[src/acc_cfg.svh]
////////////////////////////////////////////////////////////
// configuration macros for the accumulator engine
// ring sizing, memory map, mailbox words, digits and credits
////////////////////////////////////////////////////////////
`ifndef ACC_CFG_SVH
`define ACC_CFG_SVH

`define ACC_RING_SIZE    16          // coefficients per ring
`define ACC_RING_BITS    4           // index width of one ring
`define ACC_KEY_COUNT    6           // entries in the key list
`define ACC_ADDR_BITS    13          // word address width of the shared memory

// memory map, all word addresses
`define ACC_RING_BASE    13'h000
`define ACC_KEY_BASE     13'h400
`define ACC_OUT_BASE     13'h600
`define ACC_STATUS_ADDR  13'h1790    // skip count lands here
`define ACC_START_ADDR   13'h1004    // start mailbox, later overwritten with the end word
`define ACC_DONE_ADDR    13'h1789

// mailbox words
`define ACC_START_MAGIC  32'hdeadbeef
`define ACC_DONE_MAGIC   32'hd01ecafe
`define ACC_END_MAGIC    32'hbabacafe

`define ACC_DIGITS       4           // signed digits per coefficient
`define ACC_DIGIT_BITS   8
`define ACC_CREDITS      2           // words the datapath may hold at once

`endif

[src/acc_pkg.sv]
////////////////////////////////////////////////////////////
// shared types of the accumulator engine
// sequencer states, signed digit and the memory word view
////////////////////////////////////////////////////////////
`include "acc_cfg.svh"

package acc_pkg;

    // run states of the sequencer, idle and poll_wait count as not busy
    typedef enum logic [2:0] {
        idle,
        poll_wait,
        key_req,
        key_wait,
        ring_pass,
        drain,
        write_out,
        finish
    } seq_state_t;

    // one signed digit, also one signed byte of a key entry
    typedef logic signed [`ACC_DIGIT_BITS-1:0] sdigit_t;

    // a word read back from memory is either a ring coefficient
    // or a key entry made of signed bytes, lowest byte first
    typedef union packed {
        logic [31:0]                 coeff;
        sdigit_t [`ACC_DIGITS-1:0]   key_digit;
    } mem_word_u;

endpackage

[src/acc_sequencer.sv]
////////////////////////////////////////////////////////////
// run state machine of the accumulator engine
// mailbox poll, key walk with zero skip, writeback start
////////////////////////////////////////////////////////////
`timescale 1ns/1ps
`include "acc_cfg.svh"

module acc_sequencer (
    input  logic                      clk,
    input  logic                      reset,
    input  logic                      rd_valid,
    input  acc_pkg::mem_word_u        rd_data,
    input  logic                      fetch_idle,
    input  logic                      acc_idle,
    input  logic                      wb_done,
    output logic                      fetch_go,
    output logic [`ACC_ADDR_BITS-1:0] fetch_base,
    output logic [`ACC_RING_BITS:0]   fetch_count,
    output logic                      key_load,
    output logic                      key_taken,
    output logic                      acc_clear,
    output logic                      wb_go,
    output logic [31:0]               skip_count,
    output logic                      busy
);

    localparam int ENTRY_BITS = $clog2(`ACC_KEY_COUNT + 1);
    localparam logic [`ACC_RING_BITS:0] RING_LEN = `ACC_RING_SIZE;

    acc_pkg::seq_state_t   state;
    logic [ENTRY_BITS-1:0] entry;       // key list position
    logic                  hit;         // start word seen, or key entry non-zero
    logic                  fetch_out;   // a fetch command is still running
    logic                  last_entry;

    assign last_entry = (entry == ENTRY_BITS'(`ACC_KEY_COUNT - 1));
    assign busy       = !(state == acc_pkg::idle || state == acc_pkg::poll_wait);

    // single-word reads hand their credit back here, the datapath drops them
    assign key_taken = rd_valid && (state == acc_pkg::poll_wait || state == acc_pkg::key_wait);
    assign key_load  = rd_valid && state == acc_pkg::key_wait && rd_data.key_digit != '0;

    always_ff @(posedge clk) begin
        if (reset) begin
            state       <= acc_pkg::idle;
            entry       <= '0;
            hit         <= 1'b0;
            fetch_out   <= 1'b0;
            skip_count  <= '0;
            fetch_go    <= 1'b0;
            fetch_base  <= '0;
            fetch_count <= '0;
            acc_clear   <= 1'b0;
            wb_go       <= 1'b0;
        end else begin
            fetch_go  <= 1'b0;  // all commands are single-cycle pulses
            acc_clear <= 1'b0;
            wb_go     <= 1'b0;
            if (fetch_go)
                fetch_out <= 1'b1;
            else if (fetch_idle)
                fetch_out <= 1'b0;
            if (key_taken)
                hit <= (state == acc_pkg::poll_wait) ? (rd_data.coeff == `ACC_START_MAGIC)
                                                     : (rd_data.key_digit != '0);
            case (state)
                acc_pkg::idle: begin                // look at the mailbox once more
                    fetch_go    <= 1'b1;
                    fetch_base  <= `ACC_START_ADDR;
                    fetch_count <= 1;
                    state       <= acc_pkg::poll_wait;
                end
                acc_pkg::poll_wait: if (fetch_idle) begin
                    if (hit) begin                  // start word found, begin a fresh run
                        acc_clear  <= 1'b1;
                        entry      <= '0;
                        skip_count <= '0;
                        state      <= acc_pkg::key_req;
                    end else begin
                        state <= acc_pkg::idle;
                    end
                end
                acc_pkg::key_req: begin
                    fetch_go    <= 1'b1;
                    fetch_base  <= `ACC_KEY_BASE + `ACC_ADDR_BITS'(entry);
                    fetch_count <= 1;
                    state       <= acc_pkg::key_wait;
                end
                acc_pkg::key_wait: if (fetch_idle) begin
                    if (hit) begin                  // non-zero key, walk the whole ring
                        fetch_go    <= 1'b1;
                        fetch_base  <= `ACC_RING_BASE;
                        fetch_count <= RING_LEN;
                        state       <= acc_pkg::ring_pass;
                    end else begin                  // zero key adds nothing, only counted
                        skip_count <= skip_count + 1;
                        entry      <= entry + 1'b1;
                        wb_go      <= last_entry;
                        state      <= last_entry ? acc_pkg::write_out : acc_pkg::key_req;
                    end
                end
                acc_pkg::ring_pass: if (fetch_idle) state <= acc_pkg::drain;
                acc_pkg::drain: if (acc_idle) begin // last add has landed
                    entry <= entry + 1'b1;
                    wb_go <= last_entry;
                    state <= last_entry ? acc_pkg::write_out : acc_pkg::key_req;
                end
                acc_pkg::write_out: if (wb_done) state <= acc_pkg::finish;
                default: state <= acc_pkg::idle;    // finish drops busy for good
            endcase
        end
    end

    // a new command waits for the fetch unit to report the previous one done
    a_fetch_go_when_free: assert property (@(posedge clk) disable iff (reset)
        fetch_go |-> !fetch_out);

endmodule

[src/coeff_fetch.sv]
////////////////////////////////////////////////////////////
// read-request generator with credit flow control
////////////////////////////////////////////////////////////
`timescale 1ns/1ps
`include "acc_cfg.svh"

module coeff_fetch (
    input  logic                      clk,
    input  logic                      reset,
    input  logic                      fetch_go,
    input  logic [`ACC_ADDR_BITS-1:0] fetch_base,
    input  logic [`ACC_RING_BITS:0]   fetch_count,
    input  logic                      rd_grant,
    input  logic                      rd_valid,
    input  logic                      credit_return,
    input  logic                      key_taken,
    output logic                      rd_req,
    output logic [`ACC_ADDR_BITS-1:0] rd_addr,
    output logic                      fetch_idle
);

    localparam int CREDIT_BITS = $clog2(`ACC_CREDITS + 1);

    logic                    active;
    logic [`ACC_RING_BITS:0] remaining;     // reads not yet granted
    logic [CREDIT_BITS-1:0]  credits;
    logic [CREDIT_BITS-1:0]  outstanding;   // granted reads whose data has not come back

    assign rd_req = active && remaining != 0 && credits != 0;

    always_ff @(posedge clk) begin
        if (reset) begin
            active      <= 1'b0;
            remaining   <= '0;
            credits     <= CREDIT_BITS'(`ACC_CREDITS);
            outstanding <= '0;
            fetch_idle  <= 1'b0;
        end else begin
            fetch_idle  <= 1'b0;
            // a credit goes with each grant and comes back from the datapath
            // or, for single-word reads, from the sequencer
            credits     <= credits + CREDIT_BITS'(credit_return) + CREDIT_BITS'(key_taken)
                           - CREDIT_BITS'(rd_grant);
            outstanding <= outstanding + CREDIT_BITS'(rd_grant) - CREDIT_BITS'(rd_valid);
            if (fetch_go) begin
                active    <= 1'b1;
                rd_addr   <= fetch_base;
                remaining <= fetch_count;
            end else if (rd_grant) begin
                rd_addr   <= rd_addr + 1'b1;
                remaining <= remaining - 1'b1;
            end else if (active && remaining == 0 && outstanding == 0) begin
                active     <= 1'b0;     // everything has returned
                fetch_idle <= 1'b1;
            end
        end
    end

    // returns never outrun grants, whichever block hands them back
    a_credit_bound: assert property (@(posedge clk) disable iff (reset)
        credits <= CREDIT_BITS'(`ACC_CREDITS));

endmodule

[src/mem_arbiter.sv]
////////////////////////////////////////////////////////////
// fixed-priority arbiter for the shared memory port
////////////////////////////////////////////////////////////
`timescale 1ns/1ps
`include "acc_cfg.svh"

module mem_arbiter (
    input  logic                      clk,
    input  logic                      reset,
    input  logic                      rd_req,
    input  logic [`ACC_ADDR_BITS-1:0] rd_addr,
    input  logic                      wr_req,
    input  logic [`ACC_ADDR_BITS-1:0] wr_addr,
    input  logic [31:0]               wr_data,
    input  logic [31:0]               mem_rdata,
    output logic                      rd_grant,
    output logic                      wr_grant,
    output logic                      rd_valid,
    output acc_pkg::mem_word_u        rd_data,
    output logic [`ACC_ADDR_BITS-1:0] mem_addr,
    output logic [31:0]               mem_wdata,
    output logic [3:0]                mem_we
);

    assign wr_grant  = wr_req;                  // the writer always wins
    assign rd_grant  = rd_req && !wr_req;
    assign mem_addr  = wr_req ? wr_addr : rd_addr;
    assign mem_wdata = wr_data;
    assign mem_we    = wr_grant ? 4'b1111 : 4'b0000;
    assign rd_data   = mem_rdata;               // valid only while rd_valid is high

    // memory answers one cycle after the address
    always_ff @(posedge clk) begin
        if (reset)
            rd_valid <= 1'b0;
        else
            rd_valid <= rd_grant;
    end

    // fetch and writeback run in different phases, so grants never collide
    a_one_grant: assert property (@(posedge clk) disable iff (reset)
        !(rd_req && wr_req));

endmodule

[src/digit_decompose.sv]
////////////////////////////////////////////////////////////
// registered balanced signed digit split of one coefficient
////////////////////////////////////////////////////////////
`timescale 1ns/1ps
`include "acc_cfg.svh"

module digit_decompose (
    input  logic                               clk,
    input  logic                               reset,
    input  logic                               in_valid,
    input  acc_pkg::mem_word_u                 in_word,
    output logic                               out_valid,
    output acc_pkg::sdigit_t [`ACC_DIGITS-1:0] digits
);

    acc_pkg::sdigit_t [`ACC_DIGITS-1:0] split;

    // lowest digit first, a byte plus carry above half range goes negative
    // and pushes one into the next byte, the top carry is dropped
    always_comb begin
        logic [`ACC_DIGIT_BITS:0] t;
        logic                     carry;
        carry = 1'b0;
        for (int j = 0; j < `ACC_DIGITS; j++) begin
            t = {1'b0, in_word.coeff[j*`ACC_DIGIT_BITS +: `ACC_DIGIT_BITS]}
                + {{`ACC_DIGIT_BITS{1'b0}}, carry};
            split[j] = t[`ACC_DIGIT_BITS-1:0];   // same bits as t minus 256
            carry    = t[`ACC_DIGIT_BITS] | t[`ACC_DIGIT_BITS-1];
        end
    end

    always_ff @(posedge clk) begin
        if (reset)
            out_valid <= 1'b0;
        else
            out_valid <= in_valid;
    end

    always_ff @(posedge clk) begin
        digits <= split;
    end

endmodule

[src/key_accumulate.sv]
////////////////////////////////////////////////////////////
// key-weighted digit sum and the accumulator ring
////////////////////////////////////////////////////////////
`timescale 1ns/1ps
`include "acc_cfg.svh"

module key_accumulate (
    input  logic                               clk,
    input  logic                               reset,
    input  acc_pkg::sdigit_t [`ACC_DIGITS-1:0] digits,
    input  logic                               digit_valid,
    input  logic                               key_load,
    input  acc_pkg::mem_word_u                 key_word,
    input  logic                               acc_clear,
    input  logic [`ACC_RING_BITS-1:0]          rd_index,
    output logic                               credit_return,
    output logic                               acc_idle,
    output logic [31:0]                        rd_value
);

    localparam logic [`ACC_RING_BITS:0] RING_LEN = `ACC_RING_SIZE;

    logic [31:0]                        acc [`ACC_RING_SIZE];
    acc_pkg::sdigit_t [`ACC_DIGITS-1:0] key_q;      // signed bytes of the current key
    logic                               arm_q;
    logic [`ACC_RING_BITS:0]            pending;    // coefficients still owed this pass
    logic [`ACC_RING_BITS-1:0]          index;
    logic                               accept;
    logic [31:0]                        weighted;

    // words outside an armed pass (mailbox, key entries) are dropped here
    assign accept        = digit_valid && pending != 0;
    assign credit_return = accept;
    assign acc_idle      = !arm_q && pending == 0;
    assign rd_value      = acc[rd_index];

    // sum of digit times key byte, each shifted to its byte position
    always_comb begin
        logic signed [31:0] sum;
        sum = '0;
        for (int j = 0; j < `ACC_DIGITS; j++)
            sum = sum + (32'(digits[j] * key_q[j]) <<< (`ACC_DIGIT_BITS * j));
        weighted = sum;
    end

    // the pass is armed a cycle after the key load, so the key word's
    // own digits leave the decompose stage while nothing is owed
    always_ff @(posedge clk) begin
        if (reset) begin
            arm_q   <= 1'b0;
            pending <= '0;
            index   <= '0;
        end else begin
            arm_q <= key_load;
            if (arm_q)
                pending <= RING_LEN;
            else if (accept)
                pending <= pending - 1'b1;
            if (acc_clear)
                index <= '0;
            else if (accept)
                index <= index + 1'b1;  // wraps to 0 at the ring end
        end
    end

    always_ff @(posedge clk) begin
        if (key_load)
            key_q <= key_word.key_digit;
        if (acc_clear) begin
            for (int i = 0; i < `ACC_RING_SIZE; i++)
                acc[i] <= '0;
        end else if (accept) begin
            acc[index] <= acc[index] + weighted;    // mod 2^32
        end
    end

endmodule

[src/result_writeback.sv]
////////////////////////////////////////////////////////////
// sequential writer for ring, status, done and end words
////////////////////////////////////////////////////////////
`timescale 1ns/1ps
`include "acc_cfg.svh"

module result_writeback (
    input  logic                      clk,
    input  logic                      reset,
    input  logic                      wb_go,
    input  logic [31:0]               skip_count,
    input  logic                      wr_grant,
    input  logic [31:0]               rd_value,
    output logic                      wr_req,
    output logic [`ACC_ADDR_BITS-1:0] wr_addr,
    output logic [31:0]               wr_data,
    output logic [`ACC_RING_BITS-1:0] rd_index,
    output logic                      wb_done
);

    localparam logic [`ACC_RING_BITS+1:0] STATUS_POS = `ACC_RING_SIZE;
    localparam logic [`ACC_RING_BITS+1:0] DONE_POS   = `ACC_RING_SIZE + 1;
    localparam logic [`ACC_RING_BITS+1:0] END_POS    = `ACC_RING_SIZE + 2;

    logic [`ACC_RING_BITS+1:0] pos;     // word being written, ring first

    assign rd_index = pos[`ACC_RING_BITS-1:0];

    // address and data follow pos, so a stalled write holds both
    always_comb begin
        case (pos)
            STATUS_POS: begin
                wr_addr = `ACC_STATUS_ADDR;
                wr_data = skip_count;
            end
            DONE_POS: begin
                wr_addr = `ACC_DONE_ADDR;
                wr_data = `ACC_DONE_MAGIC;
            end
            END_POS: begin                  // overwrite the mailbox, no restart
                wr_addr = `ACC_START_ADDR;
                wr_data = `ACC_END_MAGIC;
            end
            default: begin
                wr_addr = `ACC_OUT_BASE + `ACC_ADDR_BITS'(pos);
                wr_data = rd_value;
            end
        endcase
    end

    always_ff @(posedge clk) begin
        if (reset) begin
            wr_req  <= 1'b0;
            pos     <= '0;
            wb_done <= 1'b0;
        end else begin
            wb_done <= 1'b0;
            if (wb_go) begin
                wr_req <= 1'b1;
                pos    <= '0;
            end else if (wr_req && wr_grant) begin
                if (pos == END_POS) begin
                    wr_req  <= 1'b0;
                    wb_done <= 1'b1;
                end else begin
                    pos <= pos + 1'b1;
                end
            end
        end
    end

endmodule

[src/acc_top.sv]
////////////////////////////////////////////////////////////
// top level of the key-switching accumulator engine
// sequencer, fetch, arbiter, datapath and writeback
////////////////////////////////////////////////////////////
`timescale 1ns/1ps
`include "acc_cfg.svh"

module acc_top (
    input  logic                      clk,
    input  logic                      reset,
    input  logic [31:0]               mem_rdata,
    output logic [`ACC_ADDR_BITS-1:0] mem_addr,
    output logic [31:0]               mem_wdata,
    output logic [3:0]                mem_we,
    output logic                      busy
);

    // fetch command and read path
    logic                      fetch_go;
    logic [`ACC_ADDR_BITS-1:0] fetch_base;
    logic [`ACC_RING_BITS:0]   fetch_count;
    logic                      fetch_idle;
    logic                      rd_req;
    logic [`ACC_ADDR_BITS-1:0] rd_addr;
    logic                      rd_grant;
    logic                      rd_valid;
    acc_pkg::mem_word_u        rd_data;

    // datapath control
    logic                      key_load;
    logic                      key_taken;
    logic                      acc_clear;
    logic                      acc_idle;
    logic                      credit_return;
    logic                      digit_valid;
    acc_pkg::sdigit_t [`ACC_DIGITS-1:0] digits;

    // writeback path
    logic                      wb_go;
    logic                      wb_done;
    logic [31:0]               skip_count;
    logic                      wr_req;
    logic                      wr_grant;
    logic [`ACC_ADDR_BITS-1:0] wr_addr;
    logic [31:0]               wr_data;
    logic [`ACC_RING_BITS-1:0] acc_index;
    logic [31:0]               acc_value;

    acc_sequencer u_seq (
        .clk(clk), .reset(reset),
        .rd_valid(rd_valid), .rd_data(rd_data),
        .fetch_idle(fetch_idle), .acc_idle(acc_idle), .wb_done(wb_done),
        .fetch_go(fetch_go), .fetch_base(fetch_base), .fetch_count(fetch_count),
        .key_load(key_load), .key_taken(key_taken), .acc_clear(acc_clear),
        .wb_go(wb_go), .skip_count(skip_count), .busy(busy)
    );

    coeff_fetch u_fetch (
        .clk(clk), .reset(reset),
        .fetch_go(fetch_go), .fetch_base(fetch_base), .fetch_count(fetch_count),
        .rd_grant(rd_grant), .rd_valid(rd_valid),
        .credit_return(credit_return), .key_taken(key_taken),
        .rd_req(rd_req), .rd_addr(rd_addr), .fetch_idle(fetch_idle)
    );

    mem_arbiter u_arb (
        .clk(clk), .reset(reset),
        .rd_req(rd_req), .rd_addr(rd_addr),
        .wr_req(wr_req), .wr_addr(wr_addr), .wr_data(wr_data),
        .mem_rdata(mem_rdata),
        .rd_grant(rd_grant), .wr_grant(wr_grant),
        .rd_valid(rd_valid), .rd_data(rd_data),
        .mem_addr(mem_addr), .mem_wdata(mem_wdata), .mem_we(mem_we)
    );

    digit_decompose u_dec (
        .clk(clk), .reset(reset),
        .in_valid(rd_valid), .in_word(rd_data),
        .out_valid(digit_valid), .digits(digits)
    );

    key_accumulate u_acc (
        .clk(clk), .reset(reset),
        .digits(digits), .digit_valid(digit_valid),
        .key_load(key_load), .key_word(rd_data), .acc_clear(acc_clear),
        .rd_index(acc_index),
        .credit_return(credit_return), .acc_idle(acc_idle), .rd_value(acc_value)
    );

    result_writeback u_wb (
        .clk(clk), .reset(reset),
        .wb_go(wb_go), .skip_count(skip_count),
        .wr_grant(wr_grant), .rd_value(acc_value),
        .wr_req(wr_req), .wr_addr(wr_addr), .wr_data(wr_data),
        .rd_index(acc_index), .wb_done(wb_done)
    );

endmodule

[config.mk]
export PLATFORM = sky130hd
export DESIGN_NAME = acc_top
export DESIGN_NICKNAME = d
export VERILOG_FILES = /design/src/acc_pkg.sv /design/src/acc_sequencer.sv /design/src/coeff_fetch.sv /design/src/mem_arbiter.sv /design/src/digit_decompose.sv /design/src/key_accumulate.sv /design/src/result_writeback.sv /design/src/acc_top.sv
export VERILOG_INCLUDE_DIRS = /design/src
export SDC_FILE = /design/constraint.sdc
export NUM_CORES = 2
export LEC_CHECK = 0
export ABC_AREA = 1
export ABC_CLOCK_PERIOD_IN_PS = 8400
export BUFFER_PORTS_ARGS = -buffer_cell sky130_fd_sc_hd__buf_4
export CAP_MARGIN = 20
export CORE_ASPECT_RATIO = 1.4
export CORE_MARGIN = 1
export CORE_UTILIZATION = 40
export CTS_CLUSTER_SIZE = 10
export DETAILED_ROUTE_END_ITERATION = 8
export GPL_ROUTABILITY_DRIVEN = 0
export SYNTH_ARGS = -nofsm -noshare
export SYNTH_HDL_FRONTEND = slang
export SYNTH_SLANG_ARGS = --single-unit
export TNS_END_PERCENT = 10
[constraint.sdc]
create_clock -name clk -period 8.4 [get_ports clk]
set_input_delay 0.84 -clock clk [delete_from_list [all_inputs] [get_ports clk]]
set_output_delay 0.84 -clock clk [all_outputs]
set_load 0.02 [all_outputs]
==> Implementation_results.wiki <==
{| class="wikitable"
! Metric !! Value
|-
| Count of final hold-check violations || 0
|-
| Antenna violations before repair || 3
|-
| Smallest hold slack || 0.323 ns
|-
| Transition time at the pin with the least slew margin || between 1 and 1.5 ns
|-
| CTS tree || built
|-
| Nature of the critical path endpoint || flip-flop
|-
| Final Util || 0.444
|-
| CP Data Required Time || around 9 ns
|-
| Cells after synthesis || around 5,500
|-
| Count of boundary I/O pins || 84
|-
| Residual DRC || 0
|-
| Clock-pin transition on the worst setup and hold timing paths || roughly 0.06 ns
|-
| Status || completed
|-
| Number of buffers added by the clock tree synthesis step || around 80
|-
| Number of filler instances in the final layout || approximately 11,000
|-
| WS Path Type || reg -> reg
|-
| Number of different library cells in the post-synthesis netlist || 55
|-
| Synthesis Warnings || 0
|-
| Part of the Yosys area used for sequential elements || 0.413
|-
| Number of nets with antenna violations after routing || 0
|-
| Reg2Reg Setup Slack || roughly 0.53 ns
|-
| Layout cells sized above 1 || 0.0717
|-
| Area after DPL || just under 50,000 sq um
|-
| Clock H-tree levels || 3
|-
| Clock root buffer || sky130_fd_sc_hd__clkbuf_16
|-
| Placeable Area || roughly 110,000 sq um
|-
| Worst-skew pair later-pin latency || between 0.6 and 0.7 ns
|-
| Critical path's slowest cell || sky130_fd_sc_hd__fa_2
|-
| Max Cap Violations || 0
|-
| Critical path fanouts, max || 16
|-
| Synthesized area divided by synthesized cell count || roughly 8.4 sq um
|-
| Largest net degree at the start of global routing || about 200
|-
| Initial standard-cell utilization of the core || 0.404
|-
| Total grt overflow || 0
|-
| Cell class contributing the biggest share of worst-path delay || adder cells
|-
| IO Port Bufs || 83
|-
| Placed cells || just under 7,000
|-
| Buffers from clock root to sink, at most || 3
|-
| Worst reg-to-reg path cell count || 33
|-
| Worst min-delay path class || in -> reg
|-
| Number of buffers and inverters on the critical path || 7
|-
| Final worst path period need || 7.87 ns
|-
| Total Routing Usage GR || 0.256
|-
| Pre-Repair DR Iteration Count || 8
|-
| Number of setup violations in the final report || 0
|-
| WL final || approximately 150 mm
|-
| First-pass GRT wire length || between 200 and 250 mm
|-
| Relative slew margins || 0.196
|-
| Area contributors post-synth || sky130_fd_sc_hd__edfxtp_1 36%, sky130_fd_sc_hd__fa_1 9.5%, sky130_fd_sc_hd__inv_1 7.3%
|-
| Hold path depth || 1
|-
| Core Rows || about 150
|-
| Ys flop type || sky130_fd_sc_hd__edfxtp_1
|-
| Cell area after layout || between 50,000 and 60,000 sq um
|-
| Post-layout net count || 5,886
|-
| Layout Area Growth over Synthesis || 9.89%
|-
| Initial detailed-routing violation count || just over 4,000
|-
| Area of the die || 117,000 sq um
|-
| Crit-path max cell delay || around 0.69 ns
|-
| Number of stages on the worst setup path || 33
|-
| Multi-input gate area in the final layout || between 20,000 and 25,000 sq um
|-
| Total number of clock tree sinks || just under 700
|-
| Share of Yosys cell area claimed by the top area cell type || 0.361
|-
| Highest clock rate || 0.127 GHz
|-
| Placed wire-length estimate || between 90 and 100 mm
|-
| Mapped Area || around 46,000 sq um
|-
| Worst-case clock skew || approximately 0.041 ns
|-
| FFs w/ async S/R, synth || 0
|-
| Number of cells in the finished layout apart from fillers || 6,956
|-
| Arrival time worst endpoint || slightly above 8 ns
|-
| Biggest area consumer among synthesized cells || sky130_fd_sc_hd__edfxtp_1
|-
| Die Y-Extent || between 400 and 500 um
|-
| Post-Syn Nets || approximately 6,000
|-
| Most frequent cells in the layout || 898 x sky130_fd_sc_hd__inv_1, 726 x sky130_fd_sc_hd__nor2_1, 642 x sky130_fd_sc_hd__nand2_1
|-
| Horizontal die dimension || approximately 290 um
|-
| Total via count after detailed routing || 38,600
|-
| Vias per std cell || 5.55
|-
| Vias in the first global route || ~37,000
|-
| Register area || ~19,000 sq um
|-
| Number of enable flip-flop cells after synthesis || around 560
|-
| Post-detailed-route wirelength per cell || between 20 and 25 um
|-
| Final number of max-transition violations || 0
|-
| Startpoint Class || flip-flop
|-
| Period utilization || 0.937
|-
| Count of state elements after synthesis || approximately 680
|-
| Most common cell after layout, fill and taps aside || sky130_fd_sc_hd__inv_1
|}
## worst register-to-register path, delay by kind of cell (launching register included)
kind | cells | cell delay [ns]
AO/OA/AOI/OAI | 1 | 0.07
buffers and inverters | 7 | 0.67
XOR/XNOR | 1 | 0.16
AND/OR/NAND/NOR | 15 | 1.99
flip-flops | 1 | 0.43
adder cells (fa/ha/maj) | 9 | 4.26
## synthesized netlist by cell type (all sizes together), types with 3 or more instances
cell and count:
o211ai 154, or2 12, nor2 732, edfxtp 557, mux2i 17, nand3b 3, xor2 67, a21o 9
a31oi 17, o221ai 26, inv 906, clkbuf 306, xnor2 40, o21bai 6, nor3 55, nand4 15
a31o 3, nor4 26, clkinv 10, o21ai 514, o22ai 23, ha 208, a21oi 475, o311ai 17
a22oi 3, nand2 681, fa 219, buf 51, a32oi 11, dfxtp 120, nand3 199, o21a 7
a211oi 5, nor3b 5
## registers in the layout (all words and copies together), names as in the netlist, 2 cells and up, named ones only
name                 count
u_acc.acc              512
u_acc.key_q             32
u_dec.digits            32
u_seq.skip_count        32
u_fetch.rd_addr         13
u_wb.pos                 6
u_acc.pending            5
u_fetch.remaining        5
u_seq.fetch_base         5
u_acc.index              4
u_seq.entry              3
u_seq.state              3
u_fetch.credits          2
u_fetch.outstanding      2
u_seq.fetch_count        2
## routing by layer
metal,share of wire,GRT usage,vias up
met2,0.48,0.438,1841
met1,0.36,0.297,18400
met5,0.000073,0,-
li1,-,-,18000
met4,0.067,0.161,2
met3,0.088,0.0389,424
## path summary, 6_finish.rpt
kind,from,end
worst min-delay path,mem_rdata[3],u_dec.digits[3]
worst max register to register,u_acc.key_q[10],u_acc.acc[6][30]
worst max-delay path,u_acc.key_q[10],u_acc.acc[6][30]
worst min register to register,u_seq.fetch_count[0],u_seq.fetch_count[0]
## cells by family (layout without fill, tap and decap cells)
kind of cell,count (synthesis),in the layout,share of synthesized area
AND/OR/NAND/NOR,1731,1731,0.154
AO/OA/AOI/OAI,1278,1278,0.154
multiplexers,17,17,0.00367
buffers and inverters,1273,1228,0.104
adder cells (fa/ha/maj),427,427,0.151
XOR/XNOR,107,107,0.0204
flip-flops,677,677,0.413
other,0,1,0
## cell type report
class / instances / area share
Timing Repair Buffer: 191 / 0.0303
Clock buffer: 111 / 0.0420
Multi-Input combinational cell: 3560 / 0.444
Tap cell: 1490 / 0.0366
Inverter: 916 / 0.0675
Antenna cell: 1 / 0.0000491
Sequential cell: 677 / 0.376
Clock inverter: 10 / 0.00351
## metrics by stage
stage	setup TNS, ns	setup slack (ns)
detailed placement	0	0.212
global route	-0.0684	-0.0179
global placement	0	0.299
CTS	0	0.169
finish	0	0.525
floorplan	0	0.409
## timing repair
| item | CTS | global route |
|---|---|---|
| endpoints found under the hold margin | 0 | 0 |
| endpoints found under the setup margin | 0 | 117 |
| buffers inserted | 0 | 5 |
| resized for setup | 0 | 14 |
| hold buffers | 0 | 0 |
Power is left out: the tool's default activity adds up to more than one toggle a clock period on the data nets, which glitch-free logic cannot reach.
